`src/verilog/mmu_config.svh`:
```
`ifndef MMU_CONFIG_SVH
`define MMU_CONFIG_SVH

// --------------------
// TLB geometry
// --------------------

`define MMU_ENTRIES 16
`define MMU_INDEX_BITS 4

// --------------------
// Unmapped window
// --------------------

// Top two address bits that bypass the TLB, 0x80000000 to 0xBFFFFFFF.
`define MMU_KSEG_LOW 2'b10
`define MMU_KSEG_HIGH 2'b10

`endif

```
`src/verilog/tlbPkg.sv`:
```
`default_nettype none

`include "mmu_config.svh"

package tlbPkg;

  // --------------------
  // Address types
  // --------------------

  typedef logic [31:0] vaddr_t;
  typedef logic [31:0] paddr_t;

  typedef logic [`MMU_INDEX_BITS-1:0] tlbIndex_t;

  // --------------------
  // TLB entry
  // --------------------

  // One entry maps an even/odd pair of 4 KiB pages. Bit 70 is the top of vpn2.
  typedef struct packed {
    logic [18:0] vpn2;   // Virtual address bits 31:13.
    logic [23:0] pfn1;   // Frame of the odd page.
    logic        dirty1;
    logic        valid1;
    logic [23:0] pfn0;   // Frame of the even page.
    logic        dirty0;
    logic        valid0;
  } tlbEntry_t;

endpackage

`default_nettype wire

```
`src/verilog/tlbEntryFile.sv`:
```
`default_nettype none

`include "mmu_config.svh"

module tlbEntryFile import tlbPkg::*; (
  input  wire              clk,
  input  wire              reset,

  // Indexed write for tlbwi.
  input  wire              writeEnable,
  input  wire tlbIndex_t   writeIndex,
  input  wire tlbEntry_t   writeEntry,

  // Clears every valid bit, ahead of a write in the same cycle.
  input  wire              flush,

  // Indexed read for tlbr.
  input  wire tlbIndex_t   readIndex,
  output tlbEntry_t        readEntry,

  // Whole array for the lookup ports.
  output tlbEntry_t        entries [`MMU_ENTRIES]
);

  // --------------------
  // Entry storage
  // --------------------

  // Only the valid bits are cleared. A stale vpn2 or pfn cannot match once
  // both of its valid bits are low.
  always_ff @(posedge clk) begin
    if (reset || flush) begin
      for (int i = 0; i < `MMU_ENTRIES; i++) begin
        entries[i].valid0 <= 1'b0;
        entries[i].valid1 <= 1'b0;
      end
    end else if (writeEnable) begin
      entries[writeIndex] <= writeEntry; // The whole entry is replaced.
    end
  end

  // --------------------
  // Read port
  // --------------------

  assign readEntry = entries[readIndex]; // Combinational, same cycle as readIndex.

endmodule

`default_nettype wire

```
`src/verilog/tlbLookup.sv`:
```
`default_nettype none

`include "mmu_config.svh"

module tlbLookup import tlbPkg::*; (
  input  wire              clk,
  input  wire              reset,

  // Request, sampled on the rising edge.
  input  wire              lookupValid,
  input  wire vaddr_t      virtAddr,
  input  wire              isStore,

  input  wire tlbEntry_t   entries [`MMU_ENTRIES],

  // Result, valid for one cycle after the request.
  output logic             resultValid,
  output paddr_t           physAddr,
  output logic             miss,
  output logic             modFault,
  output tlbIndex_t        hitIndex
);

  logic [`MMU_ENTRIES-1:0] matched;
  tlbIndex_t               matchIndex;
  tlbEntry_t               selEntry;
  logic [19:0]             selPfn;
  logic                    selDirty;
  logic                    hit;
  logic                    bypass;

  paddr_t                  nextPhys;
  logic                    nextMiss;
  logic                    nextFault;
  tlbIndex_t               nextIndex;

  // --------------------
  // Associative match
  // --------------------

  for (genvar i = 0; i < `MMU_ENTRIES; i++) begin : g_match
    // Bit 12 picks which half of the pair has to be valid.
    assign matched[i] = (entries[i].vpn2 == virtAddr[31:13]) &&
                        (virtAddr[12] ? entries[i].valid1 : entries[i].valid0);
  end

  // Scanning downwards leaves the lowest matching index in matchIndex.
  always_comb begin
    matchIndex = '0;
    for (int i = `MMU_ENTRIES - 1; i >= 0; i--) begin
      if (matched[i]) begin
        matchIndex = tlbIndex_t'(i);
      end
    end
  end

  assign hit = |matched;

  // --------------------
  // Page half select
  // --------------------

  assign selEntry = entries[matchIndex];
  assign selPfn   = virtAddr[12] ? selEntry.pfn1[19:0] : selEntry.pfn0[19:0];
  assign selDirty = virtAddr[12] ? selEntry.dirty1 : selEntry.dirty0;

  // kseg0 and kseg1 are both unmapped here.
  assign bypass = (virtAddr[31:30] >= `MMU_KSEG_LOW) &&
                  (virtAddr[31:30] <= `MMU_KSEG_HIGH);

  always_comb begin
    if (bypass) begin
      nextPhys  = {3'b000, virtAddr[28:0]};
      nextMiss  = 1'b0;
      nextFault = 1'b0;
      nextIndex = '0;
    end else if (hit) begin
      nextPhys  = {selPfn, virtAddr[11:0]};
      nextMiss  = 1'b0;
      nextFault = isStore && !selDirty; // Store to a clean page.
      nextIndex = matchIndex;
    end else begin
      nextPhys  = '0;
      nextMiss  = 1'b1;
      nextFault = 1'b0;
      nextIndex = '0;
    end
  end

  // --------------------
  // Result register
  // --------------------

  always_ff @(posedge clk) begin
    if (reset) begin
      resultValid <= 1'b0;
    end else begin
      resultValid <= lookupValid; // One-cycle strobe per request.
    end
  end

  // Loaded only on a request, so the result holds between strobes.
  always_ff @(posedge clk) begin
    if (lookupValid) begin
      physAddr <= nextPhys;
      miss     <= nextMiss;
      modFault <= nextFault;
      hitIndex <= nextIndex;
    end
  end

endmodule

`default_nettype wire

```
`src/verilog/mmuTlb.sv`:
```
`default_nettype none

`include "mmu_config.svh"

module mmuTlb import tlbPkg::*; (
  input  wire              clk,
  input  wire              reset,

  // --------------------
  // Entry maintenance
  // --------------------

  input  wire              writeEnable,
  input  wire tlbIndex_t   writeIndex,
  input  wire tlbEntry_t   writeEntry,
  input  wire              flush,
  input  wire tlbIndex_t   readIndex,
  output tlbEntry_t        readEntry,

  // --------------------
  // Fetch port
  // --------------------

  input  wire              fetchReq,
  input  wire vaddr_t      fetchAddr,
  output logic             fetchDone,
  output paddr_t           fetchPhys,
  output logic             fetchMiss,

  // --------------------
  // Data port
  // --------------------

  input  wire              dataReq,
  input  wire vaddr_t      dataAddr,
  input  wire              dataStore,
  output logic             dataDone,
  output paddr_t           dataPhys,
  output logic             dataMiss,
  output logic             dataModFault,
  output tlbIndex_t        dataHitIndex // Also the tlbp probe result.
);

  tlbEntry_t entries [`MMU_ENTRIES];

  tlbEntryFile entryFile (
    .clk         (clk),
    .reset       (reset),
    .writeEnable (writeEnable),
    .writeIndex  (writeIndex),
    .writeEntry  (writeEntry),
    .flush       (flush),
    .readIndex   (readIndex),
    .readEntry   (readEntry),
    .entries     (entries)
  );

  // Instruction fetches never store, so no modify fault is possible.
  tlbLookup fetchLookup (
    .clk         (clk),
    .reset       (reset),
    .lookupValid (fetchReq),
    .virtAddr    (fetchAddr),
    .isStore     (1'b0),
    .entries     (entries),
    .resultValid (fetchDone),
    .physAddr    (fetchPhys),
    .miss        (fetchMiss),
    .modFault    (),
    .hitIndex    ()
  );

  tlbLookup dataLookup (
    .clk         (clk),
    .reset       (reset),
    .lookupValid (dataReq),
    .virtAddr    (dataAddr),
    .isStore     (dataStore),
    .entries     (entries),
    .resultValid (dataDone),
    .physAddr    (dataPhys),
    .miss        (dataMiss),
    .modFault    (dataModFault),
    .hitIndex    (dataHitIndex)
  );

endmodule

`default_nettype wire

```
`config.mk`:
```
export PLATFORM = sky130hd
export DESIGN_NAME = mmuTlb
export DESIGN_NICKNAME = d
export VERILOG_FILES = /design/src/verilog/tlbPkg.sv /design/src/verilog/tlbEntryFile.sv /design/src/verilog/tlbLookup.sv /design/src/verilog/mmuTlb.sv
export VERILOG_INCLUDE_DIRS = /design/src /design/src/verilog
export SDC_FILE = /design/constraint.sdc
export NUM_CORES = 2
export LEC_CHECK = 0
export BUFFER_PORTS_ARGS = -buffer_cell sky130_fd_sc_hd__buf_2
export CORE_MARGIN = 2
export CORE_UTILIZATION = 50
export CTS_BUF_LIST = sky130_fd_sc_hd__clkbuf_2
export DETAILED_ROUTE_END_ITERATION = 8
export MAX_ROUTING_LAYER = met4
export PLACE_DENSITY = 0.68
export SLEW_MARGIN = 20
export SYNTH_ARGS = -nofsm -noshare
export SYNTH_HDL_FRONTEND = slang
export SYNTH_SLANG_ARGS = --single-unit
```
`constraint.sdc`:
```
create_clock -name clk -period 13.5 [get_ports clk]
set_input_delay 2.7 -clock clk [delete_from_list [all_inputs] [get_ports clk]]
set_output_delay 2.7 -clock clk [all_outputs]
set_load 0.02 [all_outputs]
```
Yosys cells after proc, flatten, opt, wreduce, memory -nomap -nowiden
Cells that the tools add are included.

cells by class
  add/subtract/negate cells = 0
  $mul = 0
  div/mod/pow operators = 0
  $lt $le $gt $ge = 9
  eq/ne operators = 32
  shift-type cells = 0
  muxes and demuxes = 85
  bitwise gates (word level) = 7
  reductions and logical operators = 43

operator list
  operator                                                   count
  bitwise mux 1136 bit                                       1
  binary-select mux 71 bit (select 4 bit)                    3
  equality test 19 bit                                       32
  demux 71 bit (select 4 bit)                                1
  2-to-1 mux 71 bit                                          3
  2-to-1 mux 48 bit                                          4
  2-to-1 mux 4 bit                                           32
  2-to-1 mux 29 bit                                          4
  2-to-1 mux 20 bit                                          2
  logical AND 1 bit                                          36
  2-to-1 mux 1 bit                                           35
  OR reduction 16 bit                                        2
  greater-or-equal comparator 5 bit (second input constant)  4
  NOT 4 -> 5 bit                                             4
  < comparator 5 x 1 -> 1 bit (second input constant)        1
  greater-or-equal comparator 2 bit (second input constant)  2
  less-or-equal comparator 2 bit (second input constant)     2
  OR reduction 2 bit                                         2
  NOT 1 bit                                                  3
  AND reduction 2 bit                                        1
  zero test 1 bit                                            1
  logical OR 1 bit                                           1

storage, ports and cells
  register bits after elaboration = 1209
  latch bits = 0
  memory bits (writable) = 0
  memory bits (read-only) = 0
  input port bits = 150
  output and inout bits = 144
  logic and storage cells = 298
  memories = 0

Depth between registers and ports, before layout
  depth after elaboration = 25
  mapped depth = 19
  mapped depth without buffers = 13

Cells and area by module
From an unflattened synthesis, not the netlist that was laid out.

unflattened totals
  cells, all modules = 5343
  area total of the unflattened synthesis = 69765.7 um^2

modules (own cells, without submodules)
  module        times used  cells an instance  area an instance (um^2)  seq. area each (um^2)
  tlbEntryFile  1           1884               42823.6                  33792.4
  tlbLookup     2           1729               13469.2                  1161.1
  mmuTlb        1           1                  3.8                      0.0

Least setup slack after synthesis
No wires, ideal clock.

  path kind = input port to flip-flop
  start = input port flush
  end = register, netlist name entryFile.entries[143]
  setup time = 666 ps
  data arrival time = 9855 ps
  required time = 12834 ps
  slack = 2978 ps
  stages on the path = 3
  buffers on the path = 1
  path through = or2_2 -> clkbuf_1 -> nor4_1

on the way
  longest elaborated chain between the ends = 3

ends and longest elaborated chain
  what                                  line                source
  start: declaration                    mmuTlb.sv:16        input wire flush,
  logical OR 1 bit                      tlbEntryFile.sv:32  if (reset || flush) begin
  NOT 1 bit (no source line)            -
  AND reduction 2 bit (no source line)  -

No other way between the ends.
A chain may end at the register's enable or synchronous reset.

==> metrics.txt <==
Slowest cell on crit path buf_4; Initial Util 0.503; Clock power frac 0.343; GRT Total Usage 0.402; Mapped Cells between 4000 and 5000; Synth Area in Adders 0; Synth Area in Simple Gates 0.0984; CP max stage delay a little over 0.9 ns; residual DRC count 0; Setup Fix Bufs, Post-CTS 0; final WL 271 mm; Distinct cells, synth 83; crit-path most repeated cell mux4_2; Die X 370 um; status finished clean; post-synth top area cell edfxtp_1; RSZ-0062 raised after global routing no; Clock Latency Late Sink 1.87 ns; worst path bufs/invs 3; Row Count 134; Slew headroom 0.142; Final ANT Viol Nets 0; WS Path Type input port to primary output; Final Hold Fails 0; pin count of the biggest net entering global routing 132; via/cell ratio roughly 7; hold slack about 0.53 ns; Commonest cells post-synth 1175 x edfxtp_1, 562 x nand2_1, 445 x mux2i_1, 370 x mux4_2, 324 x xor2_1; Yosys top cell area share 0.527; Worst Path Arrival around 5.8 ns; count of flip-flops with a built-in enable after synthesis ~1200; initial antenna violation count 32; CTS resizes 0; setup violators final 0; Cell Chain, Critical Path buf_8, buf_4, mux4_2, mux4_2, buf_2; post-synthesis async set-or-reset flop share 0; syn_nets 5107; layout cells sized above 1 0.252; Top delay family on crit path buffers and inverters; Clock Skews 0.194 ns; Starting DRT DRC Count between 8000 and 9000; Mapped Avg Cell Area roughly 14 um2; total CTS buffers 330; Post-Syn Area 66900 um2; ys flop type edfxtp_1; Seq pwr share 0.557; Power Density ~100 nW/um2; P_sw 2.12 mW; DR vias 51783; setup_tns 0 ns; wire per inst around 37 um; # hold bufs at CTS 0; root buf cell clkbuf_2; max-slew violations 0; vias in the first global route slightly below 50000; drt pass-1 iters 8; Int Power between 5 and 6 mW; Final #Nets 5498; port bufs 293; Max Clk Rate 117 MHz; DIE HEIGHT ~370 um; nature of the critical path endpoint primary output; worst-margin pin slew 1.29 ns; xor and xnor fraction of the mapped netlist area 0.0799; global-route wire length before repair 374 mm; GR Overflow Total 0; Max rail drop VDD between 0.00008 and 0.00009 V; HPWL after DPL 168 mm; clk sinks ~1200; Die ar. 137000 um2; period utilization 0.631; register area share after synthesis 0.537; H-tree Lvls 5; I/O pins 294; Comb power frac 0.100; CTS clk-pin slew, worst paths 0.10 ns; CP startpoint kind input port; Synthesis Warnings 0; post-synthesis compound-gate area fraction 0.0578; TritonCTS clock tree built; Hold Crit Class flip-flop to flip-flop; Area Growth Syn to Fin 9.27%; top post-synthesis cells by area edfxtp_1 53%, mux4_2 12%, mux2i_1 6.7%, xor2_1 4.2%, xnor2_1 3.8%; CTS max path bufs 4; core area around 130000 um2; LEAKAGE 25.4 nW; largest family of logic cells by synthesized area multiplexers; CP required 10.80 ns; Tmin final approximately 8.5 ns; Final GP Congestion 1.08; fill cell count 11133; FF+latch count, synth 1209; most frequent cell after synthesis edfxtp_1; switching share of power 0.282; multiplexer area fraction after synthesis 0.200; CP Max Fanout 61; max-cap viol count 0
[cell type report]
class	instances	area, um2	share of cell area
clock buffers	466	2330	0.0319
flip-flops and latches	1209	36000	0.492
diodes	43	108	0.00147
repair buffers	417	2540	0.0347
inverters	19	71.3	0.000975
clock inverters	83	432	0.00590
well taps	1768	2210	0.0302
multi-input cells	3371	29500	0.403
[placed cells by master (no fill, tap or decap), drive strengths merged, types with 25 or more instances in the layout]
cell type / instances
o221ai: 38
nand4: 122
mux2i: 445
nor3: 66
xor2: 324
mux2: 56
clkbuf: 466
a32oi: 61
dfxtp: 34
o21ai: 101
inv: 25
nor4: 138
a31oi: 64
diode: 43
nor4b: 31
clkinv: 73
nand3: 120
nor2: 120
nand2: 563
edfxtp: 1175
xnor2: 287
a211oi: 40
nor2b: 52
mux4: 370
buf: 417
a22oi: 26
a21oi: 114
[per-layer routing]
metal	track usage	vias up	share of wire
met2	0.574	4578	0.44
li1	-	20450	-
met1	0.492	25527	0.35
met5	-	-	0
met3	0.123	1228	0.14
met4	0.270	0	0.079
[state kept, by name, indices dropped and copies added, names as in the netlist]
name / cells
fetchLookup.resultValid: 1
dataLookup.physAddr: 32
fetchLookup.physAddr: 32
dataLookup.modFault: 1
dataLookup.resultValid: 1
dataLookup.hitIndex: 4
entryFile.entries: 1136
fetchLookup.miss: 1
dataLookup.miss: 1
[power by group through the flow]
stage	Combinational (mW)	Clock [mW]	Sequential, mW
floorplan	0.397	0	4.27
global placement	0.719	0	4.26
detailed placement	0.721	0	4.26
CTS	0.724	2.60	4.18
global route	0.763	2.78	4.18
finish	0.750	2.58	4.18
[worst register-to-register path, stage by stage (launching register included)]
cell      delay (ns)
dfxtp_1         0.63
mux2i_1         0.16
nor4_1          0.40
nand3_1         0.15
nor3_1          0.55
nor2_1          0.21
a311oi_1        0.66
and3_4          0.73
buf_4           0.82
a32oi_1         0.24
nand2_1         0.19
o21ai_0         0.19
nor3_1          0.48
o21ai_0         0.50
[per-stage QoR]
| stage | utilization | instance area (um2) | instances | setup WS [ns] | total power, mW |
|---|---|---|---|---|---|
| global route | 0.549 | 73100 | 7367 | 4.89 | 7.73 |
| finish | 0.549 | 73200 | 7376 | 4.98 | 7.51 |
| global placement | 0.527 | 70200 | 6782 | 4.46 | 4.98 |
| detailed placement | 0.528 | 70300 | 6784 | 4.76 | 4.98 |
| floorplan | - | 66900 | 4957 | 2.98 | 4.67 |
| CTS | 0.549 | 73000 | 7333 | 5.05 | 7.51 |
[path summary, 6_finish.rpt]
kind,start,to,cells past startpoint,slack (ns)
max reg2reg,entryFile.entries[284]$_SDFFE_PP0P_,dataLookup.physAddr[23]$_DFFE_PP_,13,7.24
min reg2reg,entryFile.entries[0]$_SDFFE_PP0P_,entryFile.entries[0]$_SDFFE_PP0P_,2,0.53
max,readIndex[1],readEntry[43],5,4.98
min,entryFile.entries[0]$_SDFFE_PP0P_,entryFile.entries[0]$_SDFFE_PP0P_,2,0.53
[kinds of logic (layout without fill, tap and decap cells)]
| family | after synthesis | after routing |
|---|---|---|
| XOR/XNOR | 611 | 611 |
| flip-flops | 1209 | 1209 |
| buffers and inverters | 377 | 985 |
| multiplexers | 871 | 871 |
| other | 0 | 43 |
| AO/OA/AOI/OAI | 561 | 561 |
| AND/OR/NAND/NOR | 1328 | 1328 |
Note: power is estimated with default switching activity, not from simulation.
